$ cat src/logic/rvcore_settings.svh
`ifndef RVCORE_SETTINGS_SVH
`define RVCORE_SETTINGS_SVH

// First fetch address after reset
`define RVCORE_RESET_VECTOR 32'h0000_0000

// RV32I major opcodes in instr[6:0]
`define RVCORE_OP_LUI    7'b0110111
`define RVCORE_OP_OPIMM  7'b0010011
`define RVCORE_OP_OP     7'b0110011
`define RVCORE_OP_LOAD   7'b0000011
`define RVCORE_OP_STORE  7'b0100011
`define RVCORE_OP_BRANCH 7'b1100011
`define RVCORE_OP_JAL    7'b1101111

`endif

$ cat src/logic/rvcore_pkg.sv
package rvcore_pkg;

    // Data, address and PC word
    typedef logic [31:0] word_t;

    // Architectural register index
    typedef logic [4:0] reg_idx_t;

    // Raw instruction word as fetched
    typedef logic [31:0] instr_t;

    // Execute stage sequencing
    typedef enum logic [1:0] {
        EX_IDLE     = 2'd0,
        EX_MEM_WAIT = 2'd1,
        EX_HALT     = 2'd2
    } exec_state_t;

endpackage

$ cat src/logic/rvcore_execute.sv
`timescale 1ns/100ps
`include "rvcore_settings.svh"

module rvcore_execute (
    input  logic                 clk,
    input  logic                 i_rst_n,

    input  logic                 i_f2e_valid,
    input  rvcore_pkg::instr_t   i_f2e_instr,
    input  rvcore_pkg::word_t    i_f2e_pc,

    output logic                 o_e2f_ready,
    output logic                 o_e2f_redirect,
    output rvcore_pkg::word_t    o_e2f_target,

    output rvcore_pkg::reg_idx_t o_rs1_addr,
    output rvcore_pkg::reg_idx_t o_rs2_addr,
    input  rvcore_pkg::word_t    i_rs1_data,
    input  rvcore_pkg::word_t    i_rs2_data,
    output rvcore_pkg::reg_idx_t o_rd_addr,
    output rvcore_pkg::word_t    o_rd_wdata,
    output logic                 o_rd_write,

    output logic                 o_dbus_transaction,
    output logic                 o_dbus_write,
    output rvcore_pkg::word_t    o_dbus_address,
    output rvcore_pkg::word_t    o_dbus_wdata,
    input  logic                 i_dbus_done,
    input  rvcore_pkg::word_t    i_dbus_rdata,

    output logic                 o_halted
);

    rvcore_pkg::exec_state_t state_q;
    logic                    dbus_trans_q;
    logic                    dbus_write_q;
    rvcore_pkg::word_t       dbus_addr_q;
    rvcore_pkg::word_t       dbus_wdata_q;
    rvcore_pkg::reg_idx_t    load_rd_q;

    logic [6:0]              opcode;
    logic [2:0]              funct3;
    logic [6:0]              funct7;
    rvcore_pkg::reg_idx_t    rd;
    rvcore_pkg::word_t       imm_i;
    rvcore_pkg::word_t       imm_s;
    rvcore_pkg::word_t       imm_b;
    rvcore_pkg::word_t       imm_u;
    rvcore_pkg::word_t       imm_j;

    logic                    accept;
    logic                    in_mem_wait;
    logic                    load_done;
    logic                    is_store;
    logic                    alu_write;
    rvcore_pkg::word_t       alu_result;
    logic                    jump;
    rvcore_pkg::word_t       jump_target;
    logic                    mem_op;
    logic                    illegal;
    rvcore_pkg::word_t       mem_addr;

    // Field extraction
    assign opcode = i_f2e_instr[6:0];
    assign rd     = i_f2e_instr[11:7];
    assign funct3 = i_f2e_instr[14:12];
    assign funct7 = i_f2e_instr[31:25];

    assign o_rs1_addr = i_f2e_instr[19:15];
    assign o_rs2_addr = i_f2e_instr[24:20];

    // Immediate formats
    assign imm_i = {{20{i_f2e_instr[31]}}, i_f2e_instr[31:20]};
    assign imm_s = {{20{i_f2e_instr[31]}}, i_f2e_instr[31:25], i_f2e_instr[11:7]};
    assign imm_b = {{19{i_f2e_instr[31]}}, i_f2e_instr[31], i_f2e_instr[7],
                    i_f2e_instr[30:25], i_f2e_instr[11:8], 1'b0};
    assign imm_u = {i_f2e_instr[31:12], 12'h000};
    assign imm_j = {{11{i_f2e_instr[31]}}, i_f2e_instr[31], i_f2e_instr[19:12],
                    i_f2e_instr[20], i_f2e_instr[30:21], 1'b0};

    assign accept      = i_f2e_valid && o_e2f_ready;
    assign in_mem_wait = (state_q == rvcore_pkg::EX_MEM_WAIT);
    assign load_done   = in_mem_wait && i_dbus_done && !dbus_write_q;
    assign is_store    = (opcode == `RVCORE_OP_STORE);
    assign mem_addr    = i_rs1_data + (is_store ? imm_s : imm_i);

    // Decode, ALU and branch resolution
    always_comb begin
        alu_write   = 1'b0;
        alu_result  = i_rs1_data + imm_i;
        jump        = 1'b0;
        jump_target = i_f2e_pc + imm_b;
        mem_op      = 1'b0;
        illegal     = 1'b0;
        case (opcode)
            `RVCORE_OP_LUI: begin
                alu_write  = 1'b1;
                alu_result = imm_u;
            end
            `RVCORE_OP_OPIMM: begin
                // ADDI only
                alu_write = (funct3 == 3'b000);
                illegal   = (funct3 != 3'b000);
            end
            `RVCORE_OP_OP: begin
                alu_write = 1'b1;
                case ({funct7, funct3})
                    10'b0000000_000: alu_result = i_rs1_data + i_rs2_data;
                    10'b0100000_000: alu_result = i_rs1_data - i_rs2_data;
                    10'b0000000_111: alu_result = i_rs1_data & i_rs2_data;
                    10'b0000000_110: alu_result = i_rs1_data | i_rs2_data;
                    default: begin
                        alu_write = 1'b0;
                        illegal   = 1'b1;
                    end
                endcase
            end
            `RVCORE_OP_LOAD, `RVCORE_OP_STORE: begin
                // Word accesses only
                mem_op  = (funct3 == 3'b010);
                illegal = (funct3 != 3'b010);
            end
            `RVCORE_OP_BRANCH: begin
                case (funct3)
                    3'b000:  jump = (i_rs1_data == i_rs2_data);
                    3'b001:  jump = (i_rs1_data != i_rs2_data);
                    default: illegal = 1'b1;
                endcase
            end
            `RVCORE_OP_JAL: begin
                alu_write   = 1'b1;
                alu_result  = i_f2e_pc + 32'd4;
                jump        = 1'b1;
                jump_target = i_f2e_pc + imm_j;
            end
            default: illegal = 1'b1;
        endcase
    end

    assign o_e2f_ready    = (state_q == rvcore_pkg::EX_IDLE);
    assign o_e2f_redirect = accept && jump;
    assign o_e2f_target   = jump_target;

    // Load data takes the write port while the data bus is busy
    assign o_rd_write = (accept && alu_write) || load_done;
    assign o_rd_addr  = in_mem_wait ? load_rd_q : rd;
    assign o_rd_wdata = in_mem_wait ? i_dbus_rdata : alu_result;

    assign o_dbus_transaction = dbus_trans_q;
    assign o_dbus_write       = dbus_write_q;
    assign o_dbus_address     = dbus_addr_q;
    assign o_dbus_wdata       = dbus_wdata_q;

    assign o_halted = (state_q == rvcore_pkg::EX_HALT);

    always_ff @(posedge clk) begin
        if (!i_rst_n) begin
            state_q      <= rvcore_pkg::EX_IDLE;
            dbus_trans_q <= 1'b0;
            dbus_write_q <= 1'b0;
        end else begin
            case (state_q)
                rvcore_pkg::EX_IDLE: begin
                    if (accept && illegal) begin
                        state_q <= rvcore_pkg::EX_HALT;
                    end else if (accept && mem_op) begin
                        state_q      <= rvcore_pkg::EX_MEM_WAIT;
                        dbus_trans_q <= 1'b1;
                        dbus_write_q <= is_store;
                    end
                end
                rvcore_pkg::EX_MEM_WAIT: begin
                    if (i_dbus_done) begin
                        state_q      <= rvcore_pkg::EX_IDLE;
                        dbus_trans_q <= 1'b0;
                        dbus_write_q <= 1'b0;
                    end
                end
                // Halted until reset
                default: state_q <= rvcore_pkg::EX_HALT;
            endcase
        end
    end

    // Data bus payload, held for the whole transfer
    always_ff @(posedge clk) begin
        if (accept && mem_op) begin
            dbus_addr_q  <= mem_addr;
            dbus_wdata_q <= i_rs2_data;
            load_rd_q    <= rd;
        end
    end

endmodule

$ cat src/logic/rvcore_fetch.sv
`timescale 1ns/100ps
`include "rvcore_settings.svh"

module rvcore_fetch (
    input  logic               clk,
    input  logic               i_rst_n,

    output logic               o_ibus_transaction,
    output rvcore_pkg::word_t  o_ibus_address,
    input  logic               i_ibus_done,
    input  rvcore_pkg::instr_t i_ibus_rdata,

    output logic               o_f2e_valid,
    output rvcore_pkg::instr_t o_f2e_instr,
    output rvcore_pkg::word_t  o_f2e_pc,

    input  logic               i_e2f_ready,
    input  logic               i_e2f_redirect,
    input  rvcore_pkg::word_t  i_e2f_target
);

    rvcore_pkg::word_t  pc_q;
    rvcore_pkg::word_t  req_addr_q;
    logic               req_q;
    logic               drop_q;
    logic               buf_valid_q;
    rvcore_pkg::instr_t buf_instr_q;

    logic               ret_valid;
    logic               buf_valid_d;
    logic               req_start;
    logic               req_busy_d;

    // Returning word that belongs to the current program flow
    assign ret_valid = req_q && i_ibus_done && !drop_q;

    // Execute may take the returning word directly without the buffer
    assign o_f2e_valid = buf_valid_q || ret_valid;
    assign o_f2e_instr = buf_valid_q ? buf_instr_q : i_ibus_rdata;

    // No new request starts while a word is parked, so the address still matches it
    assign o_f2e_pc    = req_addr_q;

    // Word stays parked while execute is busy
    assign buf_valid_d = o_f2e_valid && !i_e2f_ready && !i_e2f_redirect;

    // Next request once the bus is free and the buffer will be empty
    assign req_start  = (!req_q || i_ibus_done) && !buf_valid_d;
    assign req_busy_d = req_start || (req_q && !i_ibus_done);

    assign o_ibus_transaction = req_q;
    assign o_ibus_address     = req_addr_q;

    always_ff @(posedge clk) begin
        if (!i_rst_n) begin
            pc_q        <= `RVCORE_RESET_VECTOR;
            req_q       <= 1'b0;
            drop_q      <= 1'b0;
            buf_valid_q <= 1'b0;
        end else begin
            req_q       <= req_busy_d;
            buf_valid_q <= buf_valid_d;
            if (i_e2f_redirect) begin
                pc_q <= i_e2f_target;
                // Anything still on the bus after this edge is a wrong-path word
                drop_q <= req_busy_d;
            end else begin
                if (req_start) begin
                    pc_q <= pc_q + 32'd4;
                end
                if (req_q && i_ibus_done) begin
                    drop_q <= 1'b0;
                end
            end
        end
    end

    // Request address and buffered word
    always_ff @(posedge clk) begin
        if (req_start) begin
            req_addr_q <= pc_q;
        end
        if (ret_valid) begin
            buf_instr_q <= i_ibus_rdata;
        end
    end

endmodule

$ cat src/logic/rvcore_regfile.sv
`timescale 1ns/100ps

module rvcore_regfile (
    input  logic                 clk,
    input  logic                 i_rst_n,

    input  rvcore_pkg::reg_idx_t i_rs1_addr,
    input  rvcore_pkg::reg_idx_t i_rs2_addr,
    output rvcore_pkg::word_t    o_rs1_rdata,
    output rvcore_pkg::word_t    o_rs2_rdata,

    input  rvcore_pkg::reg_idx_t i_rd_addr,
    input  rvcore_pkg::word_t    i_rd_wdata,
    input  logic                 i_rd_write
);

    rvcore_pkg::word_t regs [32];

    // x0 always reads as zero
    assign o_rs1_rdata = (i_rs1_addr == 5'd0) ? 32'd0 : regs[i_rs1_addr];
    assign o_rs2_rdata = (i_rs2_addr == 5'd0) ? 32'd0 : regs[i_rs2_addr];

    always_ff @(posedge clk) begin
        if (!i_rst_n) begin
            for (int i = 0; i < 32; i++) begin
                regs[i] <= 32'd0;
            end
        end else if (i_rd_write && (i_rd_addr != 5'd0)) begin
            regs[i_rd_addr] <= i_rd_wdata;
        end
    end

endmodule

$ cat src/logic/rvcore_top.sv
`timescale 1ns/100ps

module rvcore_top (
    input  logic               clk,
    input  logic               i_rst_n,

    output logic               o_ibus_transaction,
    output rvcore_pkg::word_t  o_ibus_address,
    input  logic               i_ibus_done,
    input  rvcore_pkg::instr_t i_ibus_rdata,

    output logic               o_dbus_transaction,
    output logic               o_dbus_write,
    output rvcore_pkg::word_t  o_dbus_address,
    output rvcore_pkg::word_t  o_dbus_wdata,
    input  logic               i_dbus_done,
    input  rvcore_pkg::word_t  i_dbus_rdata,

    output logic               o_halted
);

    // Fetch to execute
    logic                 f2e_valid;
    rvcore_pkg::instr_t   f2e_instr;
    rvcore_pkg::word_t    f2e_pc;

    // Execute to fetch
    logic                 e2f_ready;
    logic                 e2f_redirect;
    rvcore_pkg::word_t    e2f_target;

    // Register file ports
    rvcore_pkg::reg_idx_t rs1_addr;
    rvcore_pkg::reg_idx_t rs2_addr;
    rvcore_pkg::word_t    rs1_rdata;
    rvcore_pkg::word_t    rs2_rdata;
    rvcore_pkg::reg_idx_t rd_addr;
    rvcore_pkg::word_t    rd_wdata;
    logic                 rd_write;

    rvcore_fetch fetch (
        .clk                (clk),
        .i_rst_n            (i_rst_n),
        .o_ibus_transaction (o_ibus_transaction),
        .o_ibus_address     (o_ibus_address),
        .i_ibus_done        (i_ibus_done),
        .i_ibus_rdata       (i_ibus_rdata),
        .o_f2e_valid        (f2e_valid),
        .o_f2e_instr        (f2e_instr),
        .o_f2e_pc           (f2e_pc),
        .i_e2f_ready        (e2f_ready),
        .i_e2f_redirect     (e2f_redirect),
        .i_e2f_target       (e2f_target)
    );

    rvcore_execute execute (
        .clk                (clk),
        .i_rst_n            (i_rst_n),
        .i_f2e_valid        (f2e_valid),
        .i_f2e_instr        (f2e_instr),
        .i_f2e_pc           (f2e_pc),
        .o_e2f_ready        (e2f_ready),
        .o_e2f_redirect     (e2f_redirect),
        .o_e2f_target       (e2f_target),
        .o_rs1_addr         (rs1_addr),
        .o_rs2_addr         (rs2_addr),
        .i_rs1_data         (rs1_rdata),
        .i_rs2_data         (rs2_rdata),
        .o_rd_addr          (rd_addr),
        .o_rd_wdata         (rd_wdata),
        .o_rd_write         (rd_write),
        .o_dbus_transaction (o_dbus_transaction),
        .o_dbus_write       (o_dbus_write),
        .o_dbus_address     (o_dbus_address),
        .o_dbus_wdata       (o_dbus_wdata),
        .i_dbus_done        (i_dbus_done),
        .i_dbus_rdata       (i_dbus_rdata),
        .o_halted           (o_halted)
    );

    rvcore_regfile regfile (
        .clk                (clk),
        .i_rst_n            (i_rst_n),
        .i_rs1_addr         (rs1_addr),
        .i_rs2_addr         (rs2_addr),
        .o_rs1_rdata        (rs1_rdata),
        .o_rs2_rdata        (rs2_rdata),
        .i_rd_addr          (rd_addr),
        .i_rd_wdata         (rd_wdata),
        .i_rd_write         (rd_write)
    );

endmodule

$ cat config.mk
export PLATFORM = sky130hd
export DESIGN_NAME = rvcore_top
export DESIGN_NICKNAME = d
export VERILOG_FILES = /design/src/logic/rvcore_pkg.sv /design/src/logic/rvcore_execute.sv /design/src/logic/rvcore_fetch.sv /design/src/logic/rvcore_regfile.sv /design/src/logic/rvcore_top.sv
export VERILOG_INCLUDE_DIRS = /design/src /design/src/logic
export SDC_FILE = /design/constraint.sdc
export NUM_CORES = 2
export LEC_CHECK = 0
export BUFFER_PORTS_ARGS = -buffer_cell sky130_fd_sc_hd__buf_2
export CAP_MARGIN = 20
export CORE_AREA = 2 2 375 377
export CTS_CLUSTER_SIZE = 10
export DETAILED_ROUTE_END_ITERATION = 10
export DIE_AREA = 0 0 377 379
export PLACE_DENSITY_LB_ADDON = 0.1
export SLEW_MARGIN = 20
export SYNTH_ARGS = -nofsm -noshare
export SYNTH_HDL_FRONTEND = slang
export SYNTH_SLANG_ARGS = --single-unit
$ cat constraint.sdc
create_clock -name clk -period 12.4 [get_ports clk]
set_input_delay 2.48 -clock clk [delete_from_list [all_inputs] [get_ports clk]]
set_output_delay 2.48 -clock clk [all_outputs]
set_load 0.05 [all_outputs]
==> impl_metrics.xml <==
<?xml version="1.0" encoding="UTF-8"?>
<metrics>
  <group name="power">
    <metric name="fin_total_pwr" unit="mW">11.8</metric>
    <metric name="leakagePower" unit="nW">29.5</metric>
    <metric name="irDropWorstVdd" unit="uV">133</metric>
    <metric name="powerDensity" unit="mW/mm^2">147</metric>
  </group>
  <group name="floorplan">
    <metric name="die_w" unit="um">377</metric>
    <metric name="boundaryPins" unit="">168</metric>
    <metric name="core_area" unit="mm^2">0.139</metric>
    <metric name="die_h" unit="um">379</metric>
    <metric name="effective_utilization_at_floorplan" unit="%">52.8</metric>
    <metric name="fp.dieArea" unit="mm^2">0.143</metric>
    <metric name="placementRows" unit="">137</metric>
  </group>
  <group name="detailed_routing">
    <metric name="wire_per_inst" unit="um">36.5</metric>
    <metric name="drc" unit="">0</metric>
    <metric name="totalWireLength" unit="um">343000</metric>
    <metric name="avgViaCountPerCell" unit="">7.23</metric>
    <metric name="drtAntennaViolNets" unit="">0</metric>
    <metric name="drtIter0Drc" unit="">12500</metric>
    <metric name="detail_route.first_pass.iterations" unit="">9</metric>
    <metric name="routed-via-count" unit="">67900</metric>
  </group>
  <group name="clocking">
    <metric name="tritoncts" unit="">built</metric>
    <metric name="postCtsResizedCells" unit="">0</metric>
    <metric name="cts.root.buffer_cell" unit="">sky130_fd_sc_hd__clkbuf_16</metric>
    <metric name="cts_max_path_buffers" unit="">3</metric>
    <metric name="cts_max_level" unit="">4</metric>
    <metric name="clk_pin_slew" unit="ps">60</metric>
    <metric name="clock_insertion_delay_at_the_later_pin_of_the_skew_report" unit="ps">830</metric>
    <metric name="ctsHoldBuffers" unit="">0</metric>
    <metric name="clock_sinks" unit="">1195</metric>
    <metric name="post_cts_setup_bufs" unit="">0</metric>
    <metric name="cts-buffers-inserted" unit="">144</metric>
  </group>
  <group name="worst_setup_path">
    <metric name="reg2regPathDepth" unit="">20</metric>
    <metric name="crit_path_start_kind" unit="">input pin</metric>
    <metric name="timing.critical_path.to_type" unit="">flip-flop</metric>
    <metric name="timing.rr.end" unit="">regfile.regs[5][30]</metric>
    <metric name="r2r_slack" unit="ps">3190</metric>
    <metric name="setup.worst_path.class" unit="">input pin to flip-flop</metric>
    <metric name="critPathMostFrequentCell" unit="">sky130_fd_sc_hd__or4_1</metric>
    <metric name="critPathSlowestCell" unit="">sky130_fd_sc_hd__mux2i_4</metric>
    <metric name="cp.required" unit="ps">12940</metric>
    <metric name="critical_path_arrival" unit="ps">10520</metric>
    <metric name="slowest_delay" unit="ps">860</metric>
    <metric name="worstPathCellList" unit="">buf_2 -&gt; buf_4 -&gt; mux2i_4 -&gt; inv_8 -&gt; buf_12 -&gt; mux4_2 -&gt; or2_2 -&gt; a41oi_1 -&gt; ha_1 -&gt; or4_1 -&gt; or4_1 -&gt; a311oi_1 -&gt; o41ai_1 -&gt; a21oi_2 -&gt; a2111oi_0 -&gt; o21ai_0 -&gt; a21oi_1 -&gt; xor2_1 -&gt; a222oi_1 -&gt; o22a_2 -&gt; nor2_1</metric>
    <metric name="timing.rr.start" unit="">fetch.buf_valid_q</metric>
    <metric name="worstPathMaxFanout" unit="">62</metric>
  </group>
  <group name="synthesis">
    <metric name="synth_cell_type_count" unit="">109</metric>
    <metric name="ys_ff_latch" unit="">1195</metric>
    <metric name="synthesis.instances" unit="">7628</metric>
    <metric name="yosysSeqAreaShare" unit="%">48.4</metric>
    <metric name="synth_async_sr_flop_share" unit="%">0</metric>
    <metric name="warning_count_from_the_yosys_run" unit="">0</metric>
    <metric name="synth_edf_count" unit="">1156</metric>
    <metric name="yosys_most_used_dff" unit="">sky130_fd_sc_hd__edfxtp_1</metric>
    <metric name="synthesis.area" unit="mm^2">0.0733</metric>
    <metric name="post_synth.cell_area_avg" unit="um^2">9.61</metric>
  </group>
  <group name="sta">
    <metric name="setup_total_negative_slack" unit="ps">0</metric>
    <metric name="final-max-slew-violation-count" unit="">0</metric>
    <metric name="fmax" unit="MHz">100</metric>
    <metric name="tightestPinTransition" unit="ps">1330</metric>
    <metric name="hold_violations" unit="">0</metric>
    <metric name="clock_skew" unit="ps">53.8</metric>
    <metric name="timing.slew.headroom" unit="%">11.2</metric>
    <metric name="finalSetupViolations" unit="">0</metric>
    <metric name="timing.hold.ws" unit="ps">427</metric>
    <metric name="timing.final.crit_share" unit="%">80.5</metric>
    <metric name="grt_setup_unrepaired" unit="">false</metric>
    <metric name="finalWorstPathRequiredPeriod" unit="ps">9980</metric>
  </group>
  <group name="global_routing">
    <metric name="gr-total-overflow" unit="">0</metric>
    <metric name="groute.usage.overall" unit="%">47.1</metric>
    <metric name="antenna_found_initial" unit="">15</metric>
    <metric name="number_of_global_route_vias_before_repair" unit="">62600</metric>
    <metric name="global_route_wire_length_before_repair" unit="um">472000</metric>
    <metric name="grt_start_max_net_pins" unit="">111</metric>
  </group>
  <group name="finish">
    <metric name="utilization" unit="%">58.1</metric>
    <metric name="area_delta_synth_final" unit="%">9.92</metric>
    <metric name="post_route_cells_drive_above_1_share" unit="%">13.9</metric>
    <metric name="final_cell_area" unit="mm^2">0.0806</metric>
    <metric name="final_nets" unit="">7756</metric>
  </group>
  <group name="min_path">
    <metric name="holdPathStages" unit="">0</metric>
    <metric name="min-delay-start" unit="">fetch.pc_q[0]</metric>
    <metric name="hold_path.class" unit="">flip-flop to flip-flop</metric>
    <metric name="worst_hold_path.endpoint" unit="">fetch.o_f2e_pc[0]</metric>
  </group>
  <group name="placement">
    <metric name="dp_hpwl" unit="um">212000</metric>
    <metric name="port_buffers" unit="">167</metric>
    <metric name="dpl-instance-area" unit="mm^2">0.0764</metric>
    <metric name="place.gp.congestion" unit="">1.05</metric>
  </group>
  <group name="run">
    <metric name="maxCapViolCount" unit="">0</metric>
  </group>
  <group name="status">
    <metric name="run_status" unit="">finished clean</metric>
  </group>
</metrics>
## layout by cell type, fill, tap and decap left out, types with 32 or more instances in the layout
| cell type | netlist | final |
|---|---|---|
| sky130_fd_sc_hd__nand2b_1 | 36 | 35 |
| sky130_fd_sc_hd__a31oi_1 | 135 | 133 |
| sky130_fd_sc_hd__xnor2_1 | 102 | 102 |
| sky130_fd_sc_hd__nand2_1 | 1313 | 1248 |
| sky130_fd_sc_hd__nand2_2 | 0 | 56 |
| sky130_fd_sc_hd__mux2i_1 | 54 | 49 |
| sky130_fd_sc_hd__or2_2 | 61 | 61 |
| sky130_fd_sc_hd__and3_1 | 92 | 92 |
| sky130_fd_sc_hd__o21ai_0 | 218 | 205 |
| sky130_fd_sc_hd__edfxtp_1 | 1156 | 1156 |
| sky130_fd_sc_hd__mux4_2 | 211 | 211 |
| sky130_fd_sc_hd__o22ai_1 | 86 | 83 |
| sky130_fd_sc_hd__nand3_1 | 419 | 419 |
| sky130_fd_sc_hd__a211oi_1 | 161 | 161 |
| sky130_fd_sc_hd__o21bai_1 | 36 | 36 |
| sky130_fd_sc_hd__buf_2 | 129 | 167 |
| sky130_fd_sc_hd__a21oi_1 | 426 | 418 |
| sky130_fd_sc_hd__a21boi_0 | 36 | 36 |
| sky130_fd_sc_hd__nor3_1 | 239 | 238 |
| sky130_fd_sc_hd__xor2_1 | 66 | 66 |
| sky130_fd_sc_hd__o211ai_1 | 32 | 32 |
| sky130_fd_sc_hd__inv_1 | 152 | 149 |
| sky130_fd_sc_hd__a311oi_1 | 73 | 73 |
| sky130_fd_sc_hd__clkbuf_16 | 0 | 145 |
| sky130_fd_sc_hd__nor2_1 | 1012 | 1001 |
| sky130_fd_sc_hd__a221oi_1 | 53 | 52 |
| sky130_fd_sc_hd__buf_4 | 20 | 215 |
| sky130_fd_sc_hd__ha_1 | 160 | 160 |
| sky130_fd_sc_hd__nor2b_1 | 99 | 98 |
| sky130_fd_sc_hd__a21o_1 | 60 | 59 |
| sky130_fd_sc_hd__dfxtp_1 | 39 | 38 |
## flip-flops by register name (all words and copies together), names as in the netlist
register and count:
execute.state_q 2, execute.o_dbus_write 1, fetch.drop_q 1, execute.load_rd_q 5, fetch.buf_valid_q 1, fetch.o_ibus_transaction 1
execute.o_dbus_address 32, fetch.buf_instr_q 32, execute.o_dbus_transaction 1, fetch.o_f2e_pc 32, fetch.pc_q 32, execute.o_dbus_wdata 32
regfile.regs 1023
## synthesized netlist by cell type (all sizes together), types with 12 or more instances
library cell  count  area (um^2)
or2              61          382
a21o             60          450
mux2i            60          632
ha              160         2000
a41oi            27          244
nand4            23          144
buf             224         1160
nor2           1015         3820
and2             12         75.1
a31oi           136          857
nor3            242         1230
mux4            211         4750
a21oi           429         2160
and3             92          576
a22o             12          105
nand3           419         2100
a211oi          162         1220
o221ai           20          181
o32ai            15          131
nand2          1313         4930
nand2b           37          234
o21bai           36          270
edfxtp         1156        34700
inv             158          593
a221oi           58          539
dfxtp            39          781
nor4             31          221
o2111ai          27          249
a22oi            14          105
mux2             21          244
a311oi           74          654
a21boi           38          285
xnor2           103          910
nor2b            99          619
o22ai            88          563
o21a             15          113
xor2             66          578
o21ai           233         1170
o211ai           32          240
clkbuf          458         1720
o31ai            25          206
## layout make-up
| type | count | area (um^2) |
|---|---|---|
| fill | 12000 | 58200 |
| sequential | 1195 | 35500 |
| multi-input combinational | 5621 | 35100 |
| clock buffer | 178 | 3770 |
| timing repair buffer | 404 | 2890 |
| tap | 1807 | 2260 |
| inverter | 160 | 613 |
| clock inverter | 31 | 444 |
| antenna | 5 | 12.5 |
## metal layers
metal | share of wire [%] | GRT usage [%] | vias up
met1 | 35 | 61.4 | 32700
met2 | 41 | 65.8 | 6176
li1 | - | - | 27600
met5 | 0.043 | 0 | -
met4 | 8.1 | 31.5 | 20
met3 | 16 | 16.9 | 1478
## worst max-delay path: cells and delay by family
kind	cells	cell delay, ps
XOR/XNOR	1	150
AO/OA/AOI/OAI	9	2910
AND/OR/NAND/NOR	4	1560
buffers and inverters	4	1130
adder cells (fa/ha/maj)	1	500
multiplexers	2	1420
## worst max path at each step
stage / from / end / slack, ps / depth (start not counted)
final: i_ibus_rdata[20] / regfile.regs[5][30] / 2420 / 21
after global routing: i_ibus_rdata[20] / regfile.regs[15][30] / 2230 / 21
after CTS: i_ibus_rdata[20] / regfile.regs[5][30] / 2770 / 21
after detailed placement: i_ibus_rdata[20] / regfile.regs[5][30] / 1960 / 21
after global placement: i_ibus_rdata[20] / regfile.regs[10][30] / 2100 / 21
after floorplan: i_ibus_done / execute.o_dbus_write / 2390 / 7
## power by group
group	internal [mW]	switching [mW]
registers	4.58	0.0983
logic	0.854	2.31
clock network	2.20	1.78
total	7.63	4.18
## metrics by stage
stage / worst slack [ps] / cells
finish: 2420 / 9401
global route: 2230 / 9396
CTS: 2770 / 9396
detailed placement: 1960 / 9187
global placement: 2100 / 9187
floorplan: 2390 / 7658
## cells by family after synthesis
group	after synthesis	synth area share (%)
AO/OA/AOI/OAI	1587	14.4
XOR/XNOR	169	2.03
adder cells (fa/ha/maj)	163	2.80
buffers and inverters	842	4.75
flip-flops	1195	48.4
multiplexers	292	7.67
other	1	0.00511
AND/OR/NAND/NOR	3379	19.9
(Power assumes the default switching activity.)
